`src/hw/mipsPkg.sv`:
```
/*
 * Shared definitions for the MIPS-style memory stage.
 * Field positions follow the standard MIPS I-type layout.
 * Only the eight integer load and store opcodes are named here.
 */

package mipsPkg;

    // Word widths of the datapath.
    localparam int instrWidth   = 32;
    localparam int dataWidth    = 32;
    localparam int regAddrWidth = 5;

    // The opcode sits in the top six bits of every instruction.
    localparam int opcodeWidth = 6;
    localparam int opcodeLsb   = 26;

    // The rt field of an I-type instruction starts at bit 16.
    localparam int rtLsb = 16;

    // Load opcodes.
    localparam logic [opcodeWidth-1:0] opLb  = 6'h20;
    localparam logic [opcodeWidth-1:0] opLh  = 6'h21;
    localparam logic [opcodeWidth-1:0] opLw  = 6'h23;
    localparam logic [opcodeWidth-1:0] opLbu = 6'h24;
    localparam logic [opcodeWidth-1:0] opLhu = 6'h25;

    // Store opcodes.
    localparam logic [opcodeWidth-1:0] opSb = 6'h28;
    localparam logic [opcodeWidth-1:0] opSh = 6'h29;
    localparam logic [opcodeWidth-1:0] opSw = 6'h2b;

    // Memory class of an instruction.
    // Anything that is not a load or a store is memNone.
    typedef enum logic [1:0] {
        memNone  = 2'd0,
        memLoad  = 2'd1,
        memStore = 2'd2
    } memClass;

    // Access size of a load or a store.
    // Non-memory instructions report sizeWord so the raw word flows through.
    typedef enum logic [1:0] {
        sizeByte = 2'd0,
        sizeHalf = 2'd1,
        sizeWord = 2'd2
    } accessSize;

endpackage
```
`src/hw/storeForward.sv`:
```
/*
 * Forwarding of the write-back value into the store data.
 * Only the store data operand is covered, not the address.
 * Writes to register 0 are never forwarded.
 */

module storeForward (
    input  logic [mipsPkg::instrWidth-1:0]   instr,
    input  mipsPkg::memClass                 memKind,
    input  logic [mipsPkg::dataWidth-1:0]    memWriteData,
    input  logic [mipsPkg::regAddrWidth-1:0] regAddrWb,
    input  logic [mipsPkg::dataWidth-1:0]    regDataWb,
    output logic [mipsPkg::dataWidth-1:0]    storeData
);

    logic [mipsPkg::regAddrWidth-1:0] rt;
    logic                             forwardHit;

    // A store takes its data from the rt register.
    assign rt = instr[mipsPkg::rtLsb +: mipsPkg::regAddrWidth];

    // The instruction in write-back is newer than the value read in decode,
    // so a match on rt means the execute-stage copy is stale.
    // Register 0 always reads zero, so a match on it must not forward.
    assign forwardHit = (memKind == mipsPkg::memStore)
                     && (regAddrWb != '0)
                     && (regAddrWb == rt);

    assign storeData = forwardHit ? regDataWb : memWriteData;

endmodule

```
`config.mk`:
```
export PLATFORM = sky130hd
export DESIGN_NAME = storeForward
export DESIGN_NICKNAME = d
export VERILOG_FILES = /design/src/hw/mipsPkg.sv /design/src/hw/storeForward.sv
export SDC_FILE = /design/constraint.sdc
export NUM_CORES = 1
export LEC_CHECK = 0
export BUFFER_PORTS_ARGS = -buffer_cell sky130_fd_sc_hd__buf_2
export CORE_MARGIN = 8
export CORE_UTILIZATION = 22
export DETAILED_ROUTE_END_ITERATION = 16
export GPL_TIMING_DRIVEN = 1
export MAX_ROUTING_LAYER = met4
export PLACE_DENSITY = 0.84
export SLEW_MARGIN = 25
export SYNTH_ARGS = -nofsm -noshare
export SYNTH_HDL_FRONTEND = slang
export SYNTH_SLANG_ARGS = --single-unit
```
`constraint.sdc`:
```
create_clock -name vclk -period 1.8
set_input_delay 0.36 -clock vclk [all_inputs]
set_output_delay 0.36 -clock vclk [all_outputs]
set_load 0.005 [all_outputs]
```
Yosys cells after proc, flatten, opt, wreduce, memory -nomap -nowiden
Index checks and enable logic that the tools add are counted.
Widths: inputs -> output; s select.

operators by class
  add/sub/neg operators = 0
  multiply operators = 0
  divide/modulo/power cells = 0
  order comparisons = 0
  eq/ne operators = 2
  shift operators = 0
  muxes and demuxes = 1
  bitwise logic cells = 0
  reductions and logical operators = 3

operator list
  cell                count
  $mux 32             1
  $eq 5x5->1          1
  $reduce_bool 5->1   1
  $eq 2x2->1 const B  1
  $logic_and 1x1->1   2

word-level totals
  register bits after elaboration = 0
  bits in latches = 0
  memory bits (writable) = 0
  bits in read-only memories = 0
  input bits = 103
  output and inout port bits = 32
  logic and storage cells = 6
  memories kept = 0

Logic depth before layout (Yosys ltp)
  depth after elaboration = 4
  depth in mapped cells = 5
  depth with buffers taken out = 4

Worst setup path after synthesis
OpenSTA, ideal clock, no wires.

  path kind = input -> output
  start = input regAddrWb[2] (netlist name)
  end = output storeData[0] (netlist name)
  data arrival time = 1.470 ns
  required time = 1.440 ns
  setup slack = -0.030 ns
  stages on the path = 5
  buffers on the path = 1
  cell sequence = nor4_1 nor2_1 o211ai_2 buf_6 mux2_4

on the way
  word-level cells in the longest chain between the ends = 4
  elaborated cells on any way between the ends = 5
  those cells by class = eq/ne (1); mux (1); reduce/logical (3)

RTL lines
  what                   line                RTL
  from (decl)            storeForward.sv:11  input logic [mipsPkg::regAddrWidth-1:0] regAddrWb,
  $reduce_bool 5->1      storeForward.sv:26  && (regAddrWb != '0)
  $logic_and 1x1->1      storeForward.sv:26
  $logic_and 1x1->1 (*)  storeForward.sv:27  && (regAddrWb == rt);
  $mux 32 (*)            storeForward.sv:29  assign storeData = forwardHit ? regDataWb : memWriteData;
  to (decl)              storeForward.sv:13  output logic [mipsPkg::dataWidth-1:0] storeData

Every way passes the cells marked *; elsewhere a longest branch is shown, timed or not.

Final worst setup path
  start = input instr[16] (netlist name)
  end = output storeData[7] (netlist name)

on the way
  word-level cells in the longest chain between the ends = 3

RTL lines
  what               line                RTL
  from (decl)        storeForward.sv:8   input logic [mipsPkg::instrWidth-1:0] instr,
  $eq 5x5->1         storeForward.sv:27
  $logic_and 1x1->1  storeForward.sv:27
  $mux 32            storeForward.sv:29

Every way passes these cells.

==> key figures <==
Outcome
  • Status: complete, but fails checks
  • Failing checks: negative setup slack

Worst setup path
  • Startpoint types: primary input
  • Critical Path Fanout Max: 20
  • CP arrival: about 1.7 ns
  • Max incr delay on CP: 0.31 ns
  • Slowest cell on crit path: mux2_4
  • Worst path bufs/invs: 3
  • Crit. End Element: output port
  • Setup CP Type: in -> out
  • CP cell instances: buf_2 -> xor2_1 -> nor4b_4 -> o211ai_4 -> buf_12 -> mux2_4 -> buf_6
  • CP delay by family, top: buffers and inverters
  • Worst path required time: 1.44 ns

STA
  • Setup TNS: -7.486 ns
  • Setup WS post-layout: -0.2492 ns
  • Crit path time final: 2.049 ns
  • Final number of hold-violating endpoints: 0
  • Max-slew headroom: 0.8370
  • Final setup violation count: 32
  • Crit share post-route: 1.138
  • Slew Limit Fails: 0
  • Unrepaired setup endpoints after global routing: yes
  • Slew @ Worst Pin: 0.2435 ns
  • Fmax: about 0.5 GHz

GRT
  • GRT Total Usage: 0.09016
  • Vias in the first global route: 785
  • First-pass GRT wire length: 3.346 mm
  • Initial antenna violation count: 0
  • Largest net degree at the start of global routing: 21
  • Final global-route overflow total: 0

Synth
  • Mean Syn Cell Area: 13.32 sq um
  • Syn Inst Count: 45
  • Largest area contributor in the netlist: mux2_4
  • Yosys Warn Count: 0
  • Synthesized cell area: approximately 600 sq um
  • Synth unique cells: 10
  • Syn_nets: 148
  • Synth top area share: 0.7516
  • Main area contributors after synthesis: mux2_4 75%, xor2_1 5.8%, buf_6 5.6%
  • Post-synthesis sequential area ratio: 0

Flow run
  • Max-cap viol count: 0

Floorplanning
  • Chip width: 68.20 um
  • FP Rows: 19
  • Core area: 2663 sq um
  • Initial Utilization: 0.2251
  • Io pins: 135
  • Area of the die: between 4000 and 5000 sq um
  • Die height: 68.20 um

Cells and area
  • # fillers: 252
  • Layout Nets: 260
  • ANT cells: 0
  • Clkbuf count: 0
  • Share of layout cells above drive strength 1: 0.9613
  • Register Area: 0 sq um
  • Seq_cells: 0
  • Area delta synth->final: 114.6%

Power
  • Internal power: 0.1639 mW
  • Sequential power share: 0
  • Switching power: 0.07670 mW
  • Leakage power: 0.8100 nW
  • Clock power share: 0
  • Max rail drop VDD: 0.1062 mV
  • Gate power share: 1.000
  • PwrDens: 187.0 nW/um^2
  • Switching share of total power: 0.3188

Placed design
  • Placer Congestion: 0.6848
  • DP Worst Slack: -0.3046 ns
  • DPL Wire Length: roughly 2.6 mm
  • # port buffers: 108

Routing
  • Drt first-iter violations: 16
  • Final WL: around 2.7 mm
  • DRC: 0
  • DR vias: 791
  • WL per Instance: roughly 14 um
  • Met2 WL: 1.482 mm
  • Drt via density: 4.253
  • M1 WL: around 860 um
  • TritonRoute pass-1 iters: 2
  • Highest Signal Layer: met3
  • Routed wl met3: 323 um
  • Remaining antenna violation count after routing: 0

Clock network
  • Post-CTS setup buffers: 0

Worst hold path
  • Tightest Hold Check Type: in -> out
## power groups by stage
stage	Clock, mW	Combinational, mW	Sequential, mW
after detailed placement	0	0.231	0
after CTS	0	0.241	0
after floorplan	0	0.0885	0
after global routing	0	0.259	0
after global placement	0	0.226	0
final	0	0.241	0
## cell usage after synthesis
| cell | count |
|---|---|
| nor4b_4 | 1 |
| mux2_2 | 2 |
| nor3_1 | 1 |
| buf_6 | 3 |
| xor2_1 | 4 |
| nor2_1 | 1 |
| o211ai_2 | 1 |
| mux2_4 | 30 |
| nor4_1 | 1 |
| nor2b_1 | 1 |
## cells in the final DEF, fill, tap and decap left out, types with 2 or more instances in the layout
| master | n |
|---|---|
| buf_6 | 8 |
| mux2_2 | 2 |
| xor2_1 | 4 |
| buf_12 | 2 |
| mux2_4 | 30 |
| buf_2 | 99 |
| buf_4 | 4 |
## through the flow
stage               std cells  power [mW]  hold WS, ns  utilization  cell area [sq um]
global placement          186      0.2262        1.013       0.4624               1231
global route              186      0.2588        1.022       0.4831               1286
finish                    186      0.2406        1.013       0.4831               1286
detailed placement        186      0.2309        1.016       0.4624               1231
floorplan                  45     0.08846       0.8410            -              614.3
CTS                       186      0.2414        1.016       0.4774               1271
## logic make-up after synthesis
family / after synthesis / synth area share
xor+xnor: 4 / 0.05845
buf+inv: 3 / 0.05636
mux: 32 / 0.7891
compound gates: 1 / 0.02087
simple gates: 5 / 0.07515
## area by class of cell
type                       count  area [sq um]  area share
tap                           31         38.79     0.03016
timing repair buffer         113         655.6      0.5097
multi-input combinational     42         591.8      0.4601
## metal layers
metal  GRT usage  vias up
met3     0.01309        0
met2      0.1770       51
met5           -        -
met4           0        0
met1     0.09786      348
li1            -      392
## repair_timing
action,in CTS,in global routing
cloned,0,0
gates resized for setup,9,3
hold endpoints to repair,0,0
hold buffers,0,0
setup endpoints to repair,32,32
## path summary, 6_finish.rpt
kind / slack, ns / start / cells past startpoint / endpoint
hold / removal: 1.01 / memWriteData[4] / 3 / storeData[4]
setup / recovery: -0.25 / instr[16] / 7 / storeData[7]
No activity file was read; power rests on OpenSTA's default activity.
