===== config.mk =====
export PLATFORM = sky130hd
export DESIGN_NAME = memWbRegister
export DESIGN_NICKNAME = d
export VERILOG_FILES = /design/src/hw/mipsPkg.sv /design/src/hw/memWbRegister.sv
export SDC_FILE = /design/constraint.sdc
export NUM_CORES = 1
export LEC_CHECK = 0
export ABC_CLOCK_PERIOD_IN_PS = 2600
export BUFFER_PORTS_ARGS = -buffer_cell sky130_fd_sc_hd__buf_4
export CORE_UTILIZATION = 30
export CTS_CLUSTER_DIAMETER = 100
export DETAILED_ROUTE_END_ITERATION = 12
export GPL_ROUTABILITY_DRIVEN = 0
export PLACE_DENSITY_LB_ADDON = 0.25
export SLEW_MARGIN = 20
export SYNTH_ARGS = -nofsm -noshare
export SYNTH_HDL_FRONTEND = slang
export SYNTH_SLANG_ARGS = --single-unit

===== constraint.sdc =====
create_clock -name clk -period 2.6 [get_ports clk]
set_input_delay 0.39 -clock clk [delete_from_list [all_inputs] [get_ports clk]]
set_output_delay 0.39 -clock clk [all_outputs]
set_load 0.05 [all_outputs]

===== src/hw/mipsPkg.sv =====
/*
 * Shared definitions for the MIPS-style memory stage.
 * Field positions follow the standard MIPS I-type layout.
 * Only the eight integer load and store opcodes are named here.
 */

package mipsPkg;

    // Word widths of the datapath.
    localparam int instrWidth   = 32;
    localparam int dataWidth    = 32;
    localparam int regAddrWidth = 5;

    // The opcode sits in the top six bits of every instruction.
    localparam int opcodeWidth = 6;
    localparam int opcodeLsb   = 26;

    // The rt field of an I-type instruction starts at bit 16.
    localparam int rtLsb = 16;

    // Load opcodes.
    localparam logic [opcodeWidth-1:0] opLb  = 6'h20;
    localparam logic [opcodeWidth-1:0] opLh  = 6'h21;
    localparam logic [opcodeWidth-1:0] opLw  = 6'h23;
    localparam logic [opcodeWidth-1:0] opLbu = 6'h24;
    localparam logic [opcodeWidth-1:0] opLhu = 6'h25;

    // Store opcodes.
    localparam logic [opcodeWidth-1:0] opSb = 6'h28;
    localparam logic [opcodeWidth-1:0] opSh = 6'h29;
    localparam logic [opcodeWidth-1:0] opSw = 6'h2b;

    // Memory class of an instruction.
    // Anything that is not a load or a store is memNone.
    typedef enum logic [1:0] {
        memNone  = 2'd0,
        memLoad  = 2'd1,
        memStore = 2'd2
    } memClass;

    // Access size of a load or a store.
    // Non-memory instructions report sizeWord so the raw word flows through.
    typedef enum logic [1:0] {
        sizeByte = 2'd0,
        sizeHalf = 2'd1,
        sizeWord = 2'd2
    } accessSize;

endpackage

===== src/hw/memWbRegister.sv =====
/*
 * MEM/WB pipeline register with write-back data selection.
 * Reset and clr clear every output and win over stall.
 * All-zero outputs read as a nop that writes no register.
 */

module memWbRegister (
    input  logic                             clk,
    input  logic                             reset,
    input  logic                             stall,
    input  logic                             clr,
    input  mipsPkg::memClass                 memKind,
    input  logic [mipsPkg::instrWidth-1:0]   instrMem,
    input  logic [mipsPkg::dataWidth-1:0]    pcMem,
    input  logic [mipsPkg::dataWidth-1:0]    readData,
    input  logic [mipsPkg::regAddrWidth-1:0] regWriteAddrMem,
    input  logic [mipsPkg::dataWidth-1:0]    regWriteDataMem,
    output logic [mipsPkg::instrWidth-1:0]   instrWb,
    output logic [mipsPkg::dataWidth-1:0]    pcWb,
    output logic [mipsPkg::dataWidth-1:0]    memReadDataWb,
    output logic [mipsPkg::regAddrWidth-1:0] regWriteAddrWb,
    output logic [mipsPkg::dataWidth-1:0]    regWriteDataWb
);

    logic [mipsPkg::dataWidth-1:0] writeBackData;

    // Loads hand back the extracted memory value.
    // Everything else keeps the value computed in execute.
    assign writeBackData = (memKind == mipsPkg::memLoad) ? readData : regWriteDataMem;

    always_ff @(posedge clk) begin
        if (reset || clr) begin
            instrWb        <= '0;
            pcWb           <= '0;
            memReadDataWb  <= '0;
            regWriteAddrWb <= '0;
            regWriteDataWb <= '0;
        end else if (!stall) begin
            instrWb        <= instrMem;
            pcWb           <= pcMem;
            memReadDataWb  <= readData;
            regWriteAddrWb <= regWriteAddrMem;
            regWriteDataWb <= writeBackData;
        end
    end

endmodule


* After elaboration in Yosys (flattened, before gate mapping) *
Cells that the tools add are included.

operators by class
  equal/unequal tests = 1
  muxes and demuxes = 1
  reduce and logical (&&, ||, !) cells = 1

operators with widths
  cell                                                  count
  2-to-1 mux 32 bit                                     1
  equality test 2 x 1 -> 1 bit (second input constant)  1
  logical OR 1 bit                                      1

storage, ports and cells
  register bits = 133
  output and inout bits = 133
  word-level logic and storage cells = 8

* Logic depth before layout (Yosys ltp) *
Gate-level depths: netlist of the first run.

  depth in word-level cells = 2
  mapped depth = 5

* Worst setup path before layout of the first run *
OpenSTA, ideal clock, no wires.

  path type = input-to-reg
  from = in stall
  to = reg instrWb[0] (netlist name)
  library setup time = 0.117 ns
  arrival time = 1.090 ns
  setup slack = 1.393 ns
  stages on the path = 5
  path buffers = 3
  path through = buf_4 -> buf_2 -> buf_4 -> mux2i_1 -> nor2_1

RTL lines
  item                  RTL line             text
  from (decl)           memWbRegister.sv:10  input logic stall,
  to (signal assigned)  memWbRegister.sv:39  instrWb <= instrMem;
  to (decl)             memWbRegister.sv:18  output logic [mipsPkg::instrWidth-1:0] instrWb,

* Final worst setup path of the first run *
  from = reg regWriteDataWb[18] (netlist name)
  to = out regWriteDataWb[18] (netlist name)

RTL lines
  item                    RTL line             text
  from (decl)             memWbRegister.sv:22  output logic [mipsPkg::dataWidth-1:0] regWriteDataWb
  from (signal assigned)  memWbRegister.sv:43  regWriteDataWb <= writeBackData;

No word-level cell between the ends.

==> results.json, run 1 <==
{
  "ys_seq_area_frac": 0.524,
  "crit_path_end_kind": "primary output",
  "status": "complete, no violations",
  "via_count": 4562,
  "syn_to_final_growth_pct": 53.7,
  "io_pins": 272,
  "cpPeakStageDelay_ns": 0.37,
  "routed_wl_um": 14800,
  "cts-root-buf": "clkbuf_16",
  "grtUsageMet1": 0.193,
  "yosys.cell_types.count": 12,
  "layout-drive-gt1-share": 0.397,
  "clk_pin_slew_ns": 0.06,
  "post_cts_buffers": 0,
  "min_path_type": "input port to register",
  "grt_pass1_wl_um": 22800,
  "syn_nets": 649,
  "timing.final.ws_setup_ns": 1.21,
  "setup_viol": 0,
  "vdd_drop_max_uv": 511,
  "drt_pass1_iterations": 4,
  "leakage_uw": 0.00371,
  "cp_cell_sequence": "buf_4",
  "h-tree-depth": 4,
  "rsz0062_at_grt": "false",
  "grt_max_degree": 70,
  "fin_crit_ns": 1.39,
  "finalCritPeriodShare": 0.533,
  "p_per_area_nw_per_um2": 694,
  "final_cell_mix": "buf_4, dfxtp_1, mux2i_1, nor2_1, nor3_1",
  "max_freq_mhz": 721,
  "cts.path.max_buffers": 2,
  "drc": 0,
  "final_common_cell": "buf_4",
  "holdBufCountCts": 0,
  "n_antenna_cell": 0,
  "ant_nets": 0,
  "dp_hpwl_um": 10700,
  "crit_type": "register to primary output",
  "final-hold-violation-count": 0,
  "min_from": "instrMem[27]",
  "slew_headroom": 0.620,
  "fin_nets": 902,
  "worst_pin_slew_ns": 0.570,
  "cp.arrival_ns": 1.00,
  "port_buffers": 271,
  "fp-row-count": 47,
  "grtUsageMet2": 0.285,
  "fin_worst_skew_ns": 0,
  "worst_setup_path_start_kind": "register",
  "cp_slowest_cell": "dfxtp_1",
  "top_usage_layer": "met2",
  "crit_family": "flip-flops",
  "grt_overflow": 0,
  "crit_path_max_fanout": 2,
  "timing.rr.start": "regWriteDataWb[26]",
  "cts_made_buffers": 17,
  "antenna_found_initial": 0,
  "grt_pass1_vias": 4447,
  "critPathLaunch": "regWriteDataWb[18]",
  "drt_iter0_markers": 133,
  "core-area_um2": 16500,
  "dieArea_um2": 17400,
  "initial_core_util": 0.307,
  "die-height_um": 132,
  "setup_tns_ns": 0,
  "yosys_register_bits": 133,
  "yosysWarnings": 0,
  "wl_per_cell_um": 14.8,
  "cap_viol_max_count": 0,
  "die-width_um": 132,
  "syn_inst": 510,
  "gr-usage-all-layers": 0.166,
  "synth_area_um2": 5080,
  "vias_per_cell": 4.58,
  "clkSinkCount": 133,
  "crit_buf_inv": 1,
  "cts_tree": "built",
  "syn_avg_cell_area_um2": 9.96,
  "use_met3": 0.0523,
  "worstPathRequired_ns": 2.21,
  "cts_resized": 0,
  "clk_latency_ns": 0.40,
  "pre_cts_ws_ns": 0.827,
  "drv_slew": 0
}
cell families after synthesis:
| logic type | share of synthesized area |
|---|---|
| buf+inv | 0.0562 |
| flops | 0.524 |
| mux | 0.199 |
| simple gates | 0.220 |
metrics by stage:
stage / power (uW) / area, um^2 / std cells / utilization / hold slack [ns]
2_1_floorplan: 2720 / 5080 / 510 / - / 0.534
3_3_place_gp: 3040 / 7210 / 964 / 0.436 / 0.477
3_5_place_dp: 3060 / 7210 / 964 / 0.436 / 0.485
4_1_cts: 5490 / 7800 / 996 / 0.472 / 0.197
5_1_grt: 5640 / 7800 / 996 / 0.472 / 0.200
6_report: 5410 / 7800 / 996 / 0.472 / 0.214
worst paths after layout:
path                        end  slack [ns]  cells after the start
max          regWriteDataWb[18]        1.21                      1
max reg2reg  regWriteDataWb[26]        1.89                      2
min                 instrWb[27]        0.21                      3
min reg2reg   memReadDataWb[30]        0.49                      2
cell type report:
| class | count | area, um^2 |
|---|---|---|
| clock buffers | 23 | 468 |
| clock inverters | 9 | 126 |
| fillers | 1587 | 8720 |
| multi-input cells | 333 | 2140 |
| flip-flops and latches | 133 | 2660 |
| well taps | 220 | 275 |
| repair buffers | 278 | 2130 |
power by group:
group	leakage, uW	internal [uW]	switching, uW
combinational	0.00234	351	503
sequential	0.00109	2110	40.9
clock	0.000291	1550	850
total	0.00371	4020	1390
cells in the mapped netlist, drive strengths merged:
library cell  count  area share
nor3             64       0.063
mux2i           101        0.20
nand2b            1      0.0012
nor4             32       0.039
nor2b            33       0.041
buf              38       0.052
nor2            101       0.075
dfxtp           133        0.52
clkbuf            6      0.0044
or2               1      0.0012
flip-flops by register name, indices dropped and copies added (netlist names):
register / flops
instrWb: 32
memReadDataWb: 32
regWriteDataWb: 32
pcWb: 32
regWriteAddrWb: 5
per-layer routing:
metal  wire length (um)  part of all wire  up-vias
met5                  0                 0        -
met2               7310              0.49      172
li1                   -                 -     2252
met4                284             0.019        0
met3               1020             0.069       17
met1               6170              0.42     2121
No activity file was read; power rests on OpenSTA's default activity.
==> run 2: changes to the inputs <==
- ABC_CLOCK_PERIOD_IN_PS: 2600 -> 1300
- clock period: 2.6 -> 1.3 ns (I/O delays scaled with it)
==> run 2 against run 1 <==
  * Sequential power grew 100%
  * Cell area grew 3.0%
  * First-iteration DRC count grew 18%
  * Combinational power grew 110%
  * Power grew 110%
  * Hold slack lost 0.20 ns
  * Die area is the same
  * Critical path depth is the same
  * Cell count grew 1.0%
  * Critical path type unchanged
  * Largest power group unchanged
==> results.json, run 2 (same netlist as run 1, synthesis figures left out) <==
{
  "die-height_um": 132,
  "worstPathRequired_ns": 1.11,
  "fin_crit_ns": 1.22,
  "post-route-util": 0.486,
  "cp.arrival_ns": 1.02,
  "fin_worst_skew_ns": 0,
  "dieArea_um2": 17400,
  "layout-drive-gt1-share": 0.405,
  "syn_to_final_growth_pct": 58.3,
  "n_fill_cell": 1555,
  "io_pins": 272,
  "final_cell_mix": "buf_4, dfxtp_1, mux2i_1, nor2_1, nor3_1",
  "clk_pin_slew_ns": 0.06,
  "initial_core_util": 0.307,
  "drt_pass1_iterations": 4,
  "ant_nets": 0,
  "wl_per_cell_um": 14.9,
  "post_cts_buffers": 0,
  "gr-usage-all-layers": 0.171,
  "worst_setup_path_start_kind": "register",
  "cts.path.max_buffers": 2,
  "final-instance-count-excl-fill": 1006,
  "cap_viol_max_count": 0,
  "cts-root-buf": "clkbuf_16",
  "dp_hpwl_um": 10900,
  "grt_pass1_vias": 4559,
  "grt_pass1_wl_um": 23400,
  "max_freq_mhz": 822,
  "antenna_found_initial": 0,
  "fin_nets": 912,
  "status": "complete, no violations",
  "p_total_uw": 11400,
  "ff_latch_area_um2": 2660,
  "cts_made_buffers": 17,
  "cp_slowest_cell": "dfxtp_1",
  "drt_iter0_markers": 157,
  "dp_cells": 971,
  "routed_wl_um": 15000,
  "cp_cell_sequence": "buf_4",
  "fp-row-count": 47,
  "crit_buf_inv": 1,
  "cts_tree": "built",
  "crit_family": "flip-flops",
  "multi_input_area_um2": 2140,
  "vias_per_cell": 4.61,
  "die-width_um": 132,
  "grt_max_degree": 55,
  "leakage_uw": 0.00383,
  "cpPeakStageDelay_ns": 0.39,
  "port_buffers": 271,
  "crit_type": "register to primary output",
  "slew_headroom": 0.533,
  "core-area_um2": 16500,
  "crit_path_max_fanout": 2,
  "worst_pin_slew_ns": 0.700,
  "reg2reg_setup_slack_ns": 0.57,
  "drv_slew": 0,
  "final-hold-violation-count": 0,
  "clkSinkCount": 133,
  "via_count": 4638,
  "drc": 0,
  "setup_viol": 0,
  "final_common_cell": "buf_4",
  "clk_latency_ns": 0.41,
  "finalCritPeriodShare": 0.936,
  "rsz0062_at_grt": "false",
  "h-tree-depth": 4,
  "grt_overflow": 0,
  "vdd_drop_max_uv": 844,
  "n_antenna_cell": 0,
  "p_per_area_nw_per_um2": 1410,
  "crit_path_end_kind": "primary output",
  "min_path_type": "input port to register"
}
-- run 2: changes by cell type in the layout (fill, tap and decap cells not counted), sizes merged --
cell         delta
buf             +7
inv             +1
bufinv          +2
clkinvlp        -1
clkinv          +1
dlygate4sd3     +3
clkbuf          -3
-- run 2: report_power, final --
group | internal [uW] | switching, uW
Sequential | 4230 | 84.0
Clock | 3510 | 1770
Combinational | 749 | 1020
Total | 8490 | 2870
-- run 2: worst paths after layout --
check	start	to	depth (start not counted)
hold / removal	instrMem[13]	instrWb[13]	3
setup reg to reg	memReadDataWb[10]	memReadDataWb[10]	2
setup / recovery	memReadDataWb[10]	memReadDataWb[10]	1
hold reg to reg	pcWb[5]	pcWb[5]	2
-- run 2: area by class of cell --
type,instances,share of cell area
clock buffers,20,0.0568
clock inverters,12,0.0249
multi-input cells,333,0.266
flip-flops and latches,133,0.331
well taps,220,0.0343
repair buffers,288,0.286
-- run 2: what timing repair did --
action,in CTS,in global routing
hold buffers,3,0
hold endpoints to repair,3,0
gates resized for setup,0,0
-- run 2: routing by layer --
metal  share of wire  up-vias  global-route usage
li1                -     2269                   -
met1            0.40     2147               0.193
met2            0.50      200               0.297
met3           0.073       22              0.0484
met4           0.023        0              0.0782
met5               0        -                   0
-- run 2: per-stage QoR --
| stage | setup TNS [ns] | worst slack [ns] | hold slack (ns) | cell area, um^2 |
|---|---|---|---|---|
| after global placement | -0.0680 | -0.00989 | 0.422 | 7350 |
| final | 0 | 0.0838 | 0.0115 | 8040 |
| after CTS | 0 | 0.0656 | 0.00167 | 8040 |
| after floorplan | 0 | 0.288 | 0.339 | 5080 |
| after global routing | 0 | 0.0622 | 0.00298 | 8040 |
| after detailed placement | -0.691 | -0.0478 | 0.431 | 7350 |
-- run 2: worst min-delay path: stages --
cell,delay (ns)
buf_4,0.08
mux2i_1,0.05
nor2_1,0.07
